**src/ptw_pkg.sv**
```systemverilog
/*
 * Sv39 page table walker shared definitions.
 * Address widths, PTE layout, walk level, checker verdict and fault causes.
 */
package ptw_pkg;

    // Sv39 virtual address
    localparam int unsigned VLEN = 39;

    // Physical address and page number
    localparam int unsigned PLEN = 56;
    localparam int unsigned PPNW = 44;

    // Three 9-bit VPN fields
    localparam int unsigned VPNW = 27;

    // IOMMU cause code field
    localparam int unsigned CAUSE_LEN = 12;

    // Sv39 page table entry, msb first
    typedef struct packed {
        logic [9:0]      reserved;
        logic [PPNW-1:0] ppn;
        logic [1:0]      rsw;
        logic            d;
        logic            a;
        logic            g;
        logic            u;
        logic            x;
        logic            w;
        logic            r;
        logic            v;
    } pte_t;

    // Walk level
    // Same encoding gives the page size of an IOTLB update
    // LVL1 is a 1G page, LVL2 a 2M page, LVL3 a 4K page
    typedef enum logic [1:0] {
        LVL1 = 2'd0,
        LVL2 = 2'd1,
        LVL3 = 2'd2
    } level_t;

    // What the checker makes of one PTE
    typedef enum logic [1:0] {
        V_POINTER = 2'd0,
        V_LEAF    = 2'd1,
        V_FAULT   = 2'd2
    } verdict_t;

    // Fault causes reported by the walker
    typedef enum logic [CAUSE_LEN-1:0] {
        LOAD_PAGE_FAULT    = 12'd13,
        STORE_PAGE_FAULT   = 12'd15,
        PT_DATA_CORRUPTION = 12'd274
    } cause_t;

endpackage

```
**src/ptw_mem_if.sv**
```systemverilog
/*
 * Walker to memory port read channel.
 * One request and one response in flight, with a ready/valid request handshake.
 */
interface ptw_mem_if import ptw_pkg::*; ();

    // Request side
    logic            req_valid;
    logic            req_ready;
    logic [PLEN-1:0] req_addr;

    // Response side, single-cycle pulse
    logic            rsp_valid;
    pte_t            rsp_pte;
    logic            rsp_err;

    // Walker issues addresses and takes back PTEs
    modport walker (
        output req_valid,
        output req_addr,
        input  req_ready,
        input  rsp_valid,
        input  rsp_pte,
        input  rsp_err
    );

    // Memory port side
    modport port (
        input  req_valid,
        input  req_addr,
        output req_ready,
        output rsp_valid,
        output rsp_pte,
        output rsp_err
    );

endinterface

```
**src/ptw_mem_port.sv**
```systemverilog
/*
 * Credited memory port for the page table walker.
 * Tracks read credits, passes requests through and registers responses.
 */
module ptw_mem_port import ptw_pkg::*; #(
    parameter int unsigned MemCredits = 2
) (
    input  logic            clk_i,
    input  logic            rst_ni,
    ptw_mem_if.port         mem,
    output logic            mem_req_valid_o,
    output logic [PLEN-1:0] mem_req_addr_o,
    input  logic            mem_credit_i,
    input  logic            mem_rsp_valid_i,
    input  logic [63:0]     mem_rsp_pte_i,
    input  logic            mem_rsp_err_i
);

    // Counter must hold every value from zero up to MemCredits
    localparam int unsigned CntW = $clog2(MemCredits + 1);

    logic [CntW-1:0] credit_q;
    logic            req_fire;

    // Registered response toward the walker
    logic rsp_valid_q;
    pte_t rsp_pte_q;
    logic rsp_err_q;

    // Accept only while a credit is left
    assign mem.req_ready = (credit_q != '0);
    assign req_fire      = mem.req_valid && mem.req_ready;

    // Request path is combinational
    assign mem_req_valid_o = req_fire;
    assign mem_req_addr_o  = mem.req_addr;

    // Request takes a credit, credit pulse returns one
    // Both in one cycle leave the count unchanged
    always_ff @(posedge clk_i or negedge rst_ni) begin
        if (!rst_ni) begin
            credit_q <= CntW'(MemCredits);
        end else begin
            case ({req_fire, mem_credit_i})
                2'b10:   credit_q <= credit_q - 1'b1;
                2'b01:   credit_q <= credit_q + 1'b1;
                default: credit_q <= credit_q;
            endcase
        end
    end

    // Response valid is control, one-cycle delayed
    always_ff @(posedge clk_i or negedge rst_ni) begin
        if (!rst_ni) begin
            rsp_valid_q <= 1'b0;
        end else begin
            rsp_valid_q <= mem_rsp_valid_i;
        end
    end

    // Capture PTE and error flag with the response
    always_ff @(posedge clk_i) begin
        if (mem_rsp_valid_i) begin
            rsp_pte_q <= pte_t'(mem_rsp_pte_i);
            rsp_err_q <= mem_rsp_err_i;
        end
    end

    assign mem.rsp_valid = rsp_valid_q;
    assign mem.rsp_pte   = rsp_pte_q;
    assign mem.rsp_err   = rsp_err_q;

endmodule

```
**src/ptw_pte_check.sv**
```systemverilog
/*
 * Sv39 PTE checker.
 * Classifies one PTE at a given walk level as pointer, leaf or fault.
 */
module ptw_pte_check import ptw_pkg::*; (
    input  pte_t     pte_i,
    input  level_t   level_i,
    input  logic     is_store_i,
    output verdict_t verdict_o
);

    logic is_leaf;
    logic bad_encoding;
    logic bad_reserved;
    logic bad_pointer;
    logic misaligned;
    logic bad_leaf_perm;
    logic fault;

    // R or X set marks a leaf
    assign is_leaf = pte_i.r || pte_i.x;

    // Not valid, or W without R
    assign bad_encoding = !pte_i.v || (!pte_i.r && pte_i.w);

    // Bits 63:54 must be clear
    assign bad_reserved = |pte_i.reserved;

    // Pointer with A, D or U set, or a pointer where no level is left
    assign bad_pointer = !is_leaf && (pte_i.a || pte_i.d || pte_i.u || (level_i == LVL3));

    // Superpage must be aligned to its own size
    always_comb begin
        case (level_i)
            LVL1:    misaligned = |pte_i.ppn[17:0];
            LVL2:    misaligned = |pte_i.ppn[8:0];
            default: misaligned = 1'b0;
        endcase
    end

    // Leaf needs A and R, and D on a store
    assign bad_leaf_perm = !pte_i.a || !pte_i.r || (is_store_i && !pte_i.d);

    // Any check failing ends the walk
    assign fault = bad_encoding ||
                   bad_reserved ||
                   bad_pointer ||
                   (is_leaf && (misaligned || bad_leaf_perm));

    always_comb begin
        if (fault) begin
            verdict_o = V_FAULT;
        end else if (is_leaf) begin
            verdict_o = V_LEAF;
        end else begin
            verdict_o = V_POINTER;
        end
    end

endmodule

```
**src/ptw_walker.sv**
```systemverilog
/*
 * Sv39 walk sequencer.
 * Steps through the page table levels and reports an IOTLB update or a fault.
 */
module ptw_walker import ptw_pkg::*; (
    input  logic            clk_i,
    input  logic            rst_ni,
    input  logic            start_i,
    input  logic [VLEN-1:0] iova_i,
    input  logic [PPNW-1:0] root_ppn_i,
    input  logic            is_store_i,
    output logic            busy_o,
    ptw_mem_if.walker       mem,
    output pte_t            pte_o,
    output level_t          level_o,
    input  verdict_t        verdict_i,
    output logic            update_valid_o,
    output logic [VPNW-1:0] update_vpn_o,
    output pte_t            update_pte_o,
    output level_t          update_size_o,
    output logic            fault_valid_o,
    output cause_t          fault_cause_o
);

    typedef enum logic [1:0] {
        S_IDLE,
        S_REQ,
        S_WAIT,
        S_REPORT
    } state_e;

    state_e          state_q;
    logic            start_q;
    logic            start_go;
    level_t          level_q;
    level_t          level_next;
    logic            g_q;
    logic            fault_q;
    logic            rsp_take;
    pte_t            leaf_pte;

    // Walk payload
    logic [VLEN-1:0] iova_q;
    logic            store_q;
    logic [PLEN-1:0] ptr_q;
    pte_t            res_pte_q;
    level_t          res_size_q;
    cause_t          res_cause_q;

    // VPN field that indexes the table at a given level
    function automatic logic [8:0] vpn_slice(level_t lvl, logic [VLEN-1:0] va);
        logic [8:0] idx;
        case (lvl)
            LVL1:    idx = va[38:30];
            LVL2:    idx = va[29:21];
            default: idx = va[20:12];
        endcase
        return idx;
    endfunction

    // Busy only while reading memory
    // The report cycle already counts as idle
    assign busy_o   = (state_q == S_REQ) || (state_q == S_WAIT);
    assign start_go = start_i && !start_q && !busy_o;
    assign rsp_take = (state_q == S_WAIT) && mem.rsp_valid;

    // One level down
    always_comb begin
        case (level_q)
            LVL1:    level_next = LVL2;
            default: level_next = LVL3;
        endcase
    end

    // Leaf with G folded in from every PTE on the path
    always_comb begin
        leaf_pte   = mem.rsp_pte;
        leaf_pte.g = g_q || mem.rsp_pte.g;
    end

    always_ff @(posedge clk_i or negedge rst_ni) begin
        if (!rst_ni) begin
            state_q <= S_IDLE;
            start_q <= 1'b0;
            level_q <= LVL1;
            g_q     <= 1'b0;
            fault_q <= 1'b0;
        end else begin
            start_q <= start_i;
            case (state_q)
                S_IDLE, S_REPORT: begin
                    if (start_go) begin
                        state_q <= S_REQ;
                        level_q <= LVL1;
                        g_q     <= 1'b0;
                    end else begin
                        state_q <= S_IDLE;
                    end
                end
                S_REQ: begin
                    // Hold the request until the port has a credit
                    if (mem.req_valid && mem.req_ready) begin
                        state_q <= S_WAIT;
                    end
                end
                S_WAIT: begin
                    if (mem.rsp_valid) begin
                        if (mem.rsp_err) begin
                            fault_q <= 1'b1;
                            state_q <= S_REPORT;
                        end else begin
                            case (verdict_i)
                                V_POINTER: begin
                                    level_q <= level_next;
                                    g_q     <= g_q || mem.rsp_pte.g;
                                    state_q <= S_REQ;
                                end
                                V_LEAF: begin
                                    fault_q <= 1'b0;
                                    state_q <= S_REPORT;
                                end
                                default: begin
                                    fault_q <= 1'b1;
                                    state_q <= S_REPORT;
                                end
                            endcase
                        end
                    end
                end
                default: state_q <= S_IDLE;
            endcase
        end
    end

    // Walk context and results
    always_ff @(posedge clk_i) begin
        if (start_go) begin
            iova_q  <= iova_i;
            store_q <= is_store_i;
            ptr_q   <= {root_ppn_i, vpn_slice(LVL1, iova_i), 3'b000};
        end
        if (rsp_take) begin
            // Next table entry from this PTE's PPN
            if (!mem.rsp_err && (verdict_i == V_POINTER)) begin
                ptr_q <= {mem.rsp_pte.ppn, vpn_slice(level_next, iova_q), 3'b000};
            end
            res_pte_q   <= leaf_pte;
            res_size_q  <= level_q;
            res_cause_q <= mem.rsp_err ? PT_DATA_CORRUPTION :
                           (store_q ? STORE_PAGE_FAULT : LOAD_PAGE_FAULT);
        end
    end

    assign mem.req_valid = (state_q == S_REQ);
    assign mem.req_addr  = ptr_q;

    // Checker looks at the PTE just returned
    assign pte_o   = mem.rsp_pte;
    assign level_o = level_q;

    // Exactly one result pulse per walk
    assign update_valid_o = (state_q == S_REPORT) && !fault_q;
    assign fault_valid_o  = (state_q == S_REPORT) && fault_q;
    assign update_vpn_o   = iova_q[VLEN-1:12];
    assign update_pte_o   = res_pte_q;
    assign update_size_o  = res_size_q;
    assign fault_cause_o  = res_cause_q;

endmodule

```
**src/ptw_top.sv**
```systemverilog
/*
 * Sv39 IOMMU page table walker top level.
 * Connects walker, PTE checker and credited memory port.
 */
module ptw_top import ptw_pkg::*; #(
    parameter int unsigned MemCredits = 2
) (
    input  logic                 clk_i,
    input  logic                 rst_ni,
    input  logic                 start_i,
    input  logic [VLEN-1:0]      iova_i,
    input  logic [PPNW-1:0]      root_ppn_i,
    input  logic                 is_store_i,
    output logic                 busy_o,
    output logic                 mem_req_valid_o,
    output logic [PLEN-1:0]      mem_req_addr_o,
    input  logic                 mem_credit_i,
    input  logic                 mem_rsp_valid_i,
    input  logic [63:0]          mem_rsp_pte_i,
    input  logic                 mem_rsp_err_i,
    output logic                 update_valid_o,
    output logic [VPNW-1:0]      update_vpn_o,
    output logic [63:0]          update_pte_o,
    output logic [1:0]           update_size_o,
    output logic                 fault_valid_o,
    output logic [CAUSE_LEN-1:0] fault_cause_o
);

    // Walker to checker
    pte_t     chk_pte;
    level_t   chk_level;
    verdict_t chk_verdict;

    ptw_mem_if mem_if ();

    ptw_walker u_walker (
        .clk_i          (clk_i),
        .rst_ni         (rst_ni),
        .start_i        (start_i),
        .iova_i         (iova_i),
        .root_ppn_i     (root_ppn_i),
        .is_store_i     (is_store_i),
        .busy_o         (busy_o),
        .mem            (mem_if.walker),
        .pte_o          (chk_pte),
        .level_o        (chk_level),
        .verdict_i      (chk_verdict),
        .update_valid_o (update_valid_o),
        .update_vpn_o   (update_vpn_o),
        .update_pte_o   (update_pte_o),
        .update_size_o  (update_size_o),
        .fault_valid_o  (fault_valid_o),
        .fault_cause_o  (fault_cause_o)
    );

    ptw_pte_check u_pte_check (
        .pte_i      (chk_pte),
        .level_i    (chk_level),
        .is_store_i (is_store_i),
        .verdict_o  (chk_verdict)
    );

    ptw_mem_port #(
        .MemCredits (MemCredits)
    ) u_mem_port (
        .clk_i           (clk_i),
        .rst_ni          (rst_ni),
        .mem             (mem_if.port),
        .mem_req_valid_o (mem_req_valid_o),
        .mem_req_addr_o  (mem_req_addr_o),
        .mem_credit_i    (mem_credit_i),
        .mem_rsp_valid_i (mem_rsp_valid_i),
        .mem_rsp_pte_i   (mem_rsp_pte_i),
        .mem_rsp_err_i   (mem_rsp_err_i)
    );

endmodule

```
**config.mk**
```make
export PLATFORM = sky130hd
export DESIGN_NAME = ptw_top
export DESIGN_NICKNAME = d
export VERILOG_FILES = /design/src/ptw_pkg.sv /design/src/ptw_mem_if.sv /design/src/ptw_mem_port.sv /design/src/ptw_pte_check.sv /design/src/ptw_walker.sv /design/src/ptw_top.sv
export SDC_FILE = /design/constraint.sdc
export NUM_CORES = 1
export LEC_CHECK = 0
export CAP_MARGIN = 0
export CORE_MARGIN = 4
export CORE_UTILIZATION = 40
export CTS_BUF_LIST = sky130_fd_sc_hd__clkbuf_16
export DETAILED_ROUTE_END_ITERATION = 12
export DONT_BUFFER_PORTS = 1
export PLACE_DENSITY = 0.61
export REMOVE_ABC_BUFFERS = 1
export SYNTH_ARGS = -nofsm -noshare
export SYNTH_HDL_FRONTEND = slang
export SYNTH_HIERARCHICAL = 1
export SYNTH_SLANG_ARGS = --single-unit
```
**constraint.sdc**
```tcl
create_clock -name clk_i -period 6 [get_ports clk_i]
set_clock_uncertainty 0.1 [all_clocks]
set_input_delay 1.8 -clock clk_i [delete_from_list [all_inputs] [get_ports clk_i]]
set_output_delay 1.8 -clock clk_i [all_outputs]
set_load 0.02 [all_outputs]
```
### Yosys cells after proc, flatten, opt, wreduce, memory -nomap -nowiden

Index checks and enable logic that the tools add are counted.

| storage, ports and cells | value |
|---|---|
| register bits | 249 |
| input bits | 154 |
| output and inout bits | 165 |

| operators by class | value |
|---|---|
| $add $sub $neg | 2 |
| equality and inequality tests | 15 |
| mux-type cells | 28 |
| reduce and logical (&&, ||, !) cells | 47 |

Operators by type and width:

| kind | number |
|---|---|
| $mux 56 | 3 |
| $mux 2 | 11 |
| $pmux 9 s2 | 1 |
| $reduce_or 18->1 | 1 |
| $logic_or 1x1->1 | 13 |
| $logic_and 1x1->1 | 11 |
| $eq 2x1->1 const B | 5 |
| $reduce_or 10->1 | 1 |
| $logic_not 1->1 | 9 |
| $reduce_or 9->1 | 1 |
| $eq 2x2->1 const B | 4 |
| $logic_not 2->1 | 4 |
| $pmux 2 s2 | 2 |
| $mux 1 | 7 |
| $ne 2x1->1 const B | 3 |
| $ne 2x2->1 const B | 3 |
| $pmux 1 s2 | 3 |
| $pmux 2 s3 | 1 |
| $reduce_bool 2->1 | 3 |
| $reduce_and 5->1 | 1 |
| $reduce_and 3->1 | 1 |
| $add 2x1->2 const B | 1 |
| $reduce_and 2->1 | 1 |
| $reduce_or 2->1 | 1 |
| $sub 2x1->2 const B | 1 |

### Depth between registers and ports, before layout

Gate-level depths: netlist of run 1.

| depth | value |
|---|---|
| word-level depth | 12 |
| mapped depth | 11 |
| depth with buffers taken out | 7 |

### Modules after synthesis

Netlist of run 1, hierarchy kept.

By module, submodules not included:

| module | instances | cells an instance | area each (µm²) | seq. area each (µm²) |
|---|---|---|---|---|
| ptw_walker | 1 | 405 | 6567.5 | 4209.0 |
| ptw_mem_port | 1 | 132 | 2504.9 | 2028.2 |
| ptw_pte_check | 1 | 21 | 153.9 | 0.0 |

### Worst setup path after synthesis of run 1

No wires, ideal clock.

| timing | value |
|---|---|
| kind | in2reg |
| from | input port is_store_i |
| to | register u_walker.ptr_q[27], in the netlist u_walker/mem.req_addr[27] |
| library setup time | 0.121 ns |
| arrival time | 3.366 ns |
| required time | 5.779 ns |
| slack | 2.412 ns |
| stages on the path | 10 |
| path buffers | 3 |
| cells stage by stage | inv_1 > o21ai_0 > a211oi_1 > o2111ai_1 > buf_4 > nor3_1 > nand2_1 > buf_6 > buf_6 > mux2_4 |

| on the way | value |
|---|---|
| word-level cells in the longest chain between the ends | 10 |

Ends and longest elaborated chain:

| what | RTL line | text |
|---|---|---|
| start, declared | ptw_top.sv:13 | `input logic is_store_i,` |
| $logic_and 1x1->1 | ptw_pte_check.sv:42 | `assign bad_leaf_perm = !pte_i.a \|\| !pte_i.r \|\| (is_store_i && !pte_i.d);` |
| $logic_or 1x1->1 | ptw_pte_check.sv:42 |  |
| $logic_or 1x1->1 | ptw_pte_check.sv:48 | `(is_leaf && (misaligned \|\| bad_leaf_perm));` |
| $logic_and 1x1->1 | ptw_pte_check.sv:48 |  |
| $logic_or 1x1->1 | ptw_pte_check.sv:47 | `bad_pointer \|\|` |
| via u_pte_check.fault | ptw_pte_check.sv:18 | `logic fault;` |
| $mux 2 | ptw_pte_check.sv:51 | `if (fault) begin` |
| via chk_verdict[1] | ptw_top.sv:32 | `verdict_t chk_verdict;` |
| $logic_not 2->1 | ptw_walker.sv:144 | `if (!mem.rsp_err && (verdict_i == V_POINTER)) begin` |
| $logic_and 1x1->1 | ptw_walker.sv:144 |  |
| $mux 56 | ptw_walker.sv:144 |  |
| $mux 56 | ptw_walker.sv:142 | `if (rsp_take) begin` |
| end signal, assigned | ptw_walker.sv:140 | `ptr_q <= {root_ppn_i, vpn_slice(LVL1, iova_i), 3'b000};` |
| end signal, assigned | ptw_walker.sv:145 | `ptr_q <= {mem.rsp_pte.ppn, vpn_slice(level_next, iova_q), 3'b000};` |
| end, declared | ptw_walker.sv:45 | `logic [PLEN-1:0] ptr_q;` |

The timed path passes the listed nets, and every way through them passes these cells.
A chain may end at the register's enable or synchronous reset.

### Worst setup path after layout of run 1

| timing | value |
|---|---|
| from | input port is_store_i |
| to | register u_walker.ptr_q[53], in the netlist u_walker/mem.req_addr[53] |

| on the way | value |
|---|---|
| word-level cells in the longest chain between the ends | 10 |

Ends and longest elaborated chain:

| what | RTL line |
|---|---|
| $logic_and 1x1->1 | ptw_pte_check.sv:42 |
| $logic_or 1x1->1 | ptw_pte_check.sv:42 |
| $logic_or 1x1->1 | ptw_pte_check.sv:48 |
| $logic_and 1x1->1 | ptw_pte_check.sv:48 |
| $logic_or 1x1->1 | ptw_pte_check.sv:47 |
| $mux 2 | ptw_pte_check.sv:51 |
| via chk_verdict[1] | ptw_top.sv:32 |
| $logic_not 2->1 | ptw_walker.sv:144 |
| $logic_and 1x1->1 | ptw_walker.sv:144 |
| $mux 56 | ptw_walker.sv:144 |
| $mux 56 | ptw_walker.sv:142 |

The timed path passes the listed nets, and every way through them passes these cells.

==> results of run 1 <==
[how the worst min path moves through the flow]
stage | cells past startpoint | slack [ps] | from | end
floorplan | 0 | 300 | u_mem_port/mem.rsp_pte[8] | u_walker/update_pte_o[8]
global placement | 0 | 300 | u_mem_port/mem.rsp_pte[8] | u_walker/update_pte_o[8]
detailed placement | 0 | 310 | u_mem_port/mem.rsp_pte[8] | u_walker/update_pte_o[8]
CTS | 0 | 320 | u_mem_port/mem.rsp_pte[8] | u_walker/update_pte_o[8]
global route | 0 | 330 | u_mem_port/mem.rsp_pte[8] | u_walker/update_pte_o[8]
finish | 0 | 320 | u_mem_port/mem.rsp_pte[8] | u_walker/update_pte_o[8]
[registers in the layout (all words and copies together), names as in the netlist]
name / count
u_walker/iova_q: 27
u_walker/level_o: 2
u_walker/mem.req_addr: 56
u_walker/fault_cause_o: 3
u_walker/state_q: 2
u_mem_port/mem.rsp_pte: 64
u_walker/store_q: 1
u_walker/start_q: 1
u_mem_port/credit_q: 2
u_mem_port/mem.rsp_err: 1
u_walker/g_q: 1
u_walker/fault_q: 1
u_walker/update_pte_o: 64
u_mem_port/mem.rsp_valid: 1
u_walker/update_size_o: 2
[area by class of cell]
class	instances	area share, %
flip-flops and latches	228	67.0
multi-input cells	179	20.1
clock buffers	25	6.72
well taps	280	3.76
clock inverters	19	1.72
inverters	13	0.524
repair buffers	2	0.161
[routing by layer]
layer | share of wire (%) | global-route usage (%) | vias up
met5 | 0 | 0 | -
met4 | 2.3 | 3.90 | 0
met3 | 13 | 6.81 | 35
met2 | 48 | 23.1 | 259
met1 | 37 | 14.7 | 1819
li1 | - | - | 1659
[critical path: stages]
cell and delay [ps]:
sky130_fd_sc_hd__inv_1 30, sky130_fd_sc_hd__o21ai_0 100, sky130_fd_sc_hd__a211oi_1 360, sky130_fd_sc_hd__o2111ai_1 230, sky130_fd_sc_hd__nor3_1 370, sky130_fd_sc_hd__nand2_4 600
sky130_fd_sc_hd__mux2_4 550
[metrics by stage]
stage	util, %	cells	setup slack [ps]	hold WS [ps]
after floorplan	-	420	619	300
after global placement	38.8	702	1680	302
after detailed placement	38.8	702	1650	307
after CTS	42.4	746	2180	321
after global routing	42.4	746	2010	335
final	42.4	746	2210	319
[power groups by stage]
stage | logic [mW] | registers (mW) | clock network [mW]
CTS | 0.766 | 2.63 | 1.50
detailed placement | 0.764 | 2.66 | 0
global placement | 0.726 | 2.66 | 0
finish | 0.758 | 2.62 | 1.45
global route | 0.823 | 2.66 | 1.57
floorplan | 0.637 | 2.56 | 0
[cell usage in the layout (no fill, tap or decap), drive strengths merged, types with 3 or more instances in the layout]
master    n
dfxtp    56
nor3      3
mux2     91
dfrtp     9
clkinv    8
conb      6
and3      3
nand2     5
o21ai     5
inv      20
nor2      4
mux2i    28
or2       3
edfxtp  162
bufinv    3
nor4      3
ha        4
clkbuf   25
==> summary.json, run 1 <==
{
  "drive_gt1_share_pct": 28.8,
  "p_clk_share_pct": 30.1,
  "fill_cells": 1893,
  "die_area_sq_um": 25000,
  "worst_setup_path_end_kind": "flip-flop",
  "path_class": "primary input to flip-flop",
  "post_dp_cell_area_sq_um": 8520,
  "setup-violations-final": 0,
  "grt_antenna_before_repair": 0,
  "timing.critical_path.fanout_max": 56,
  "maxCapViolations": 0,
  "cts_htree_levels": 1,
  "starting_utilization_of_the_core_area_pct": 41.0,
  "power_leakage_nw": 3.60,
  "drc": 0,
  "cts.root.buffer_cell": "sky130_fd_sc_hd__clkbuf_16",
  "timing.final.hold_violations": 0,
  "worst_setup_path_endpoint": "u_walker/mem.req_addr[53]",
  "pin_count_of_the_biggest_net_entering_global_routing": 72,
  "flow.area_growth_from_synthesis_pct": 3.33,
  "share_comb_of_total_power_pct": 15.7,
  "io_buffer_count": 0,
  "run_status": "finished clean",
  "clock_tree_from_tritoncts": "done",
  "nets": 606,
  "cts_resized": 0,
  "cp_data_arrival_time_ps": 4080,
  "worst-r2r-cell-count": 7,
  "reg2reg_slack_ps": 2480,
  "cts_num_sinks": 228,
  "internal_power_mw": 3.39,
  "die_h_um": 158,
  "detail_route.iter0.violations": 168,
  "vdd_drop_max_v": 0.000256,
  "antenna-diode-count": 0,
  "tritoncts.num_buffers": 24,
  "gate_count_post_synth": 529,
  "hold_buffers": 0,
  "worst_pin_slew_ps": 1080,
  "fmax_mhz": 264,
  "avgViaCountPerCell": 5.06,
  "drt-total-wl_mm": 18.1,
  "setup_repair_after_global_routing_missed_its_margin": "false",
  "cts_max_path_buffers": 3,
  "power_switching_mw": 1.44,
  "report.power.total_mw": 4.83,
  "hold_class": "flip-flop to flip-flop",
  "cts_setup_buffers": 0,
  "worst_skew_pair.late_latency_ps": 500,
  "switching_share_pct": 29.8,
  "routedWlPerCell_um": 24.3,
  "setup_tns_ps": 0,
  "ioPinCount": 319,
  "finalCriticalPeriod_ps": 3790,
  "worst-endpoint-required_ps": 6290,
  "min_period_over_period_pct": 63.2,
  "cp-startpoint": "is_store_i",
  "total_number_of_vias": 3772,
  "drtAntennaViolNets": 0,
  "report.final.slew_viol_count": 0,
  "startpoint_type": "primary input",
  "dp_hpwl_mm": 12.8,
  "register_area_sq_um": 6240,
  "global_route.overflow_total": 0,
  "total_power_density_per_cell_area_nw_per_um2": 519,
  "ff_to_ff_start": "u_mem_port/mem.rsp_pte[23]",
  "ys_warn_count": 6,
  "placement_rows": 54,
  "drtPass1Iterations": 4,
  "synthesis.area_per_instance_sq_um": 17.0,
  "reg_clk_slew_reported_paths_ps": 60,
  "rr_endpoint": "u_walker/mem.req_addr[53]",
  "synthesis.area_sq_um": 9010,
  "grt_pass1_vias": 4126,
  "gp_congestion": 0.819,
  "slew-limit-headroom_pct": 27.8,
  "finish.instance_area_sq_um": 9310,
  "die-width_um": 158,
  "grt_util_all_layers_pct": 13.5,
  "grt_pass1_wl_mm": 25.6,
  "multi_input_area_sq_um": 1870,
  "core_area_sq_um": 22000,
  "seqPwrFrac_pct": 54.2
}
No activity file was read; power rests on OpenSTA's default activity.
==> run 2: changes to the inputs <==
PLACE_DENSITY = 0.63   (was 0.61)
clock period = 3.2 ns   (was 6 ns; I/O delays follow)
==> run 2 against run 1 <==
Compared with the run above:
- first-iteration DRC count increased by 8.9%
- sequential power is 87% higher
- die area unchanged
- global-route usage down 0.66 points
- clock-buffer cell count stayed put
- highest routed layer is now met5
- routed wire length decreased by 4.0%
- hold slack got worse by 280 ps
- largest power group unchanged
- flip-flop and latch count unchanged
- critical endpoint is now u_walker/mem.req_addr[18]
==> summary.json, run 2 (synthesized netlist as in run 1, its figures left out) <==
{
  "run_status": "finished clean",
  "die-width_um": 158,
  "vdd_drop_max_v": 0.000599,
  "cts_resized": 0,
  "startpoint_type": "flip-flop",
  "min_period_over_period_pct": 90.8,
  "drtAntennaViolNets": 0,
  "setup_tns_ps": 0,
  "starting_utilization_of_the_core_area_pct": 41.0,
  "pin_count_of_the_biggest_net_entering_global_routing": 67,
  "cts_num_sinks": 228,
  "drc": 0,
  "grt_antenna_before_repair": 1,
  "total_number_of_vias": 3761,
  "finalNonFillerCells": 757,
  "reg_clk_slew_reported_paths_ps": 60,
  "worst_pin_slew_ps": 663,
  "drive_gt1_share_pct": 29.6,
  "dp_hpwl_mm": 12.4,
  "cp_data_arrival_time_ps": 3210,
  "wl_met2_mm": 8.51,
  "io_buffer_count": 0,
  "ioPinCount": 319,
  "critical_path_buf_inv_count": 3,
  "gp_congestion": 0.747,
  "drt-total-wl_mm": 17.4,
  "setup_repair_after_global_routing_missed_its_margin": "false",
  "grt_pass1_wl_mm": 24.3,
  "power_leakage_nw": 3.66,
  "timing.critical_path.max_delay_family": "simple AND/OR/NAND/NOR gates",
  "maxCapViolations": 0,
  "finalCriticalPeriod_ps": 2900,
  "flow.area_growth_from_synthesis_pct": 4.19,
  "placement_rows": 54,
  "cts_max_path_buffers": 3,
  "cts_setup_buffers": 0,
  "report.power.total_mw": 8.90,
  "core_utilization_of_the_finished_layout_pct": 42.7,
  "met3RoutedLength_mm": 2.16,
  "drtPass1Iterations": 4,
  "nets": 617,
  "avgViaCountPerCell": 4.97,
  "uppermost_metal_layer_occupied_by_signal_nets": "met5",
  "crit_path_top_delay_cell": "sky130_fd_sc_hd__nor4_1",
  "global_route.overflow_total": 0,
  "slew-limit-headroom_pct": 55.2,
  "routedWlPerCell_um": 23.0,
  "reg2reg_slack_ps": 300,
  "core_area_sq_um": 22000,
  "worst-endpoint-required_ps": 3500,
  "worst_skew_pair.late_latency_ps": 510,
  "die_area_sq_um": 25000,
  "timing.final.hold_violations": 0,
  "layout.cells.most_common": "sky130_fd_sc_hd__edfxtp_1",
  "total_power_density_per_cell_area_nw_per_um2": 948,
  "cts_htree_levels": 1,
  "tritoncts.num_buffers": 24,
  "cts.root.buffer_cell": "sky130_fd_sc_hd__clkbuf_16",
  "report.final.slew_viol_count": 0,
  "hold_buffers": 0,
  "grt_util_all_layers_pct": 12.8,
  "most-common-layout-cells": "sky130_fd_sc_hd__edfxtp_1, sky130_fd_sc_hd__dfxtp_1, sky130_fd_sc_hd__mux2_2, sky130_fd_sc_hd__mux2_4, sky130_fd_sc_hd__mux2i_1",
  "path_class": "flip-flop to flip-flop",
  "setup-violations-final": 0,
  "clock_tree_from_tritoncts": "done",
  "max_stage_delay_ps": 480,
  "hold_class": "primary input to asynchronous set/reset pin",
  "antenna-diode-count": 0,
  "placedCellCount": 713,
  "fmax_mhz": 344,
  "die_h_um": 158,
  "fill_cells": 1897,
  "cpMostUsedCell": "sky130_fd_sc_hd__buf_4",
  "metal_1_wl_mm": 6.23,
  "grt_pass1_vias": 4040,
  "timing.critical_path.fanout_max": 34,
  "detail_route.iter0.violations": 183,
  "worst_setup_path_end_kind": "flip-flop",
  "path_cells": "nor4_1, buf_4, nand3_1, a211oi_1, and4_1, nor3_1, buf_4, nand2_4, buf_12, mux2_2"
}
-- run 2: cell count changes in the layout (fill, tap and decap cells not counted), moves of 2 or more --
cell                        before  now
sky130_fd_sc_hd__bufinv_16       3    1
sky130_fd_sc_hd__buf_4           2   10
sky130_fd_sc_hd__inv_1          20   22
sky130_fd_sc_hd__buf_12          0    3
sky130_fd_sc_hd__clkinv_2        5    2
sky130_fd_sc_hd__clkinv_1        3    5
-- run 2: per-stage QoR --
stage	cell area [sq um]	hold WS, ps	setup slack [ps]
2_1_floorplan	8150	300	-2180
3_3_place_gp	8640	322	274
3_5_place_dp	8640	318	243
4_1_cts	9390	5.63	234
5_1_grt	9390	0.420	32.0
6_report	9390	37.7	295
-- run 2: area by class of cell --
cell class	instances	area [sq um]	share of cell area [%]
repair buffers	13	135	1.44
inverters	13	48.8	0.520
clock inverters	19	118	1.25
clock buffers	25	626	6.66
well taps	280	350	3.73
multi-input cells	179	1870	19.9
flip-flops and latches	228	6240	66.4
-- run 2: final timing paths --
kind	endpoint	cells after the start	startpoint
hold / removal	u_walker/start_q	0	rst_ni
setup reg to reg	u_walker/mem.req_addr[18]	10	u_mem_port/mem.rsp_pte[23]
min in group clk_i	u_walker/update_pte_o[8]	0	u_mem_port/mem.rsp_pte[8]
setup / recovery	u_walker/mem.req_addr[18]	10	u_mem_port/mem.rsp_pte[23]
max in group asynchronous	u_mem_port/credit_q[1]	0	rst_ni
hold reg to reg	u_walker/update_pte_o[8]	0	u_mem_port/mem.rsp_pte[8]
-- run 2: where the power goes --
group,internal (mW),switching [mW]
Sequential,3.87,1.02
Combinational,0.848,0.582
Clock,1.49,1.08
Total,6.21,2.69
-- run 2: layer usage --
layer | vias to the layer above | GRT usage [%]
li1 | 1678 | -
met1 | 1801 | 13.8
met2 | 242 | 22.0
met5 | - | 0
met3 | 38 | 6.83
met4 | 2 | 3.70
==> run 3: changes to the inputs <==
CTS_BUF_LIST = sky130_fd_sc_hd__clkbuf_8 sky130_fd_sc_hd__clkbuf_16   (was sky130_fd_sc_hd__clkbuf_16)
==> run 3 against run 2 <==
Compared with the run above:
- non-clock buffer count unchanged
- global-route usage about the same
- largest power group unchanged
- design area increased by 0.53%
- sequential power about the same
- largest cell class unchanged
- die area unchanged
- hold slack got worse by 0.66 ps
- flip-flop and latch count unchanged
- core utilization increased by 0.23 points
==> summary.json, run 3 (synthesized netlist as in run 1, its figures left out) <==
{
  "hold_buffers": 0,
  "nets": 617,
  "report.power.total_mw": 9.02,
  "timing.critical_path.fanout_max": 34,
  "dp_hpwl_mm": 12.4,
  "cts_resized": 0,
  "drtAntennaViolNets": 0,
  "cts.root.buffer_cell": "sky130_fd_sc_hd__clkbuf_16",
  "switching_share_pct": 29.8,
  "finalCriticalPeriod_ps": 2910,
  "grt_antenna_before_repair": 1,
  "hold_class": "primary input to asynchronous set/reset pin",
  "wl_met2_mm": 8.57,
  "clock_tree_from_tritoncts": "done",
  "detail_route.iter0.violations": 193,
  "setup_repair_after_global_routing_missed_its_margin": "false",
  "cts_max_path_buffers": 3,
  "cts_htree_levels": 1,
  "rr_endpoint": "u_walker/mem.req_addr[18]",
  "maxCapViolations": 0,
  "grt_util_all_layers_pct": 12.9,
  "fmax_mhz": 344,
  "antenna-diode-count": 0,
  "die-width_um": 158,
  "cts_num_sinks": 228,
  "cts_setup_buffers": 0,
  "ioPinCount": 319,
  "worst-endpoint-required_ps": 3500,
  "internal_power_mw": 6.33,
  "vdd_drop_max_v": 0.000602,
  "setup-violations-final": 0,
  "setup_tns_ps": 0,
  "met3RoutedLength_mm": 2.15,
  "uppermost_metal_layer_occupied_by_signal_nets": "met5",
  "routedWlPerCell_um": 23.0,
  "layout.cells.most_common": "sky130_fd_sc_hd__edfxtp_1",
  "drtPass1Iterations": 4,
  "drive_gt1_share_pct": 30.6,
  "total_power_density_per_cell_area_nw_per_um2": 956,
  "core_area_sq_um": 22000,
  "reg_clk_slew_reported_paths_ps": 60,
  "starting_utilization_of_the_core_area_pct": 41.0,
  "slew-limit-headroom_pct": 53.1,
  "path_class": "flip-flop to flip-flop",
  "report.final.slew_viol_count": 0,
  "io_buffer_count": 0,
  "startpoint_type": "flip-flop",
  "seqPwrFrac_pct": 54.2,
  "global_route.overflow_total": 0,
  "worst_setup_path_end_kind": "flip-flop",
  "p_clk_share_pct": 29.9,
  "flow.area_growth_from_synthesis_pct": 4.75,
  "cp-startpoint": "u_mem_port/mem.rsp_pte[23]",
  "reg2reg_slack_ps": 290,
  "worst_pin_slew_ps": 693,
  "power_switching_mw": 2.69,
  "grt_pass1_vias": 4060,
  "metal_1_wl_mm": 6.20,
  "ff_to_ff_start": "u_mem_port/mem.rsp_pte[23]",
  "power_leakage_nw": 3.69,
  "cp_data_arrival_time_ps": 3210,
  "gp_congestion": 0.747,
  "placement_rows": 54,
  "die_h_um": 158,
  "run_status": "finished clean",
  "tritoncts.num_buffers": 24,
  "total_number_of_vias": 3780,
  "worst_skew_pair.late_latency_ps": 510,
  "drt-total-wl_mm": 17.4,
  "worst_setup_path_endpoint": "u_walker/mem.req_addr[18]",
  "share_comb_of_total_power_pct": 15.9,
  "most-common-layout-cells": "sky130_fd_sc_hd__edfxtp_1, sky130_fd_sc_hd__dfxtp_1, sky130_fd_sc_hd__mux2_2, sky130_fd_sc_hd__mux2_4, sky130_fd_sc_hd__mux2i_1",
  "min_period_over_period_pct": 90.9,
  "grt_pass1_wl_mm": 24.4,
  "worst-r2r-cell-count": 10,
  "die_area_sq_um": 25000,
  "pin_count_of_the_biggest_net_entering_global_routing": 67,
  "drc": 0,
  "avgViaCountPerCell": 4.99,
  "timing.final.hold_violations": 0
}
## run 3: changes by cell type in the layout (fill, tap and decap cells not counted), sizes merged
cell / before / now
clkbuf: 25 / 30
clkinv: 9 / 4
## run 3: per-stage QoR
stage                     hold slack [ps]  cells  cell area [sq um]  util [%]  worst slack, ps
after global routing                0.420    757               9440      43.0             28.4
after CTS                            5.63    757               9440      43.0              233
after detailed placement              318    713               8640      39.4              243
after global placement                322    713               8640      39.4              274
final                                37.1    757               9440      43.0              293
after floorplan                       300    420               8150         -            -2180
## run 3: area by class of cell
type,instances,area (sq um)
Fill cell,1890,12500
Sequential cell,228,6240
Multi-Input combinational cell,179,1870
Clock buffer,30,694
Tap cell,280,350
Timing Repair Buffer,13,135
Clock inverter,14,98.8
Inverter,13,48.8
## run 3: layer usage
metal  up-vias  global-route usage (%)
met5         -                       0
met4         2                    3.90
met3        38                    6.78
met2       242                    22.0
met1      1824                    13.8
li1       1674                       -
## run 3: worst min-delay path by stage
stage,from,endpoint,slack (ps)
after global routing,rst_ni,u_walker/state_q[0],0.4
after CTS,rst_ni,u_walker/state_q[0],6
after floorplan,u_mem_port/mem.rsp_pte[8],u_walker/update_pte_o[8],300
after global placement,u_mem_port/mem.rsp_pte[8],u_walker/update_pte_o[8],320
final,rst_ni,u_walker/start_q,40
after detailed placement,u_mem_port/mem.rsp_pte[8],u_walker/update_pte_o[8],320
## run 3: power by group through the flow
stage / sequential, mW / combinational [mW] / clock (mW)
global route: 4.97 / 1.56 / 2.92
floorplan: 4.80 / 1.19 / 0
finish: 4.89 / 1.43 / 2.70
detailed placement: 4.97 / 1.45 / 0
global placement: 4.96 / 1.39 / 0
CTS: 4.91 / 1.45 / 2.79
## run 3: critical path: stages, from the launching register on
cell	delay [ps]
sky130_fd_sc_hd__edfxtp_1	430
sky130_fd_sc_hd__nor4_1	480
sky130_fd_sc_hd__buf_4	200
sky130_fd_sc_hd__nand3_1	100
sky130_fd_sc_hd__a211oi_1	280
sky130_fd_sc_hd__and4_1	260
sky130_fd_sc_hd__nor3_1	60
sky130_fd_sc_hd__buf_4	140
sky130_fd_sc_hd__nand2_4	80
sky130_fd_sc_hd__buf_12	240
sky130_fd_sc_hd__mux2_2	380
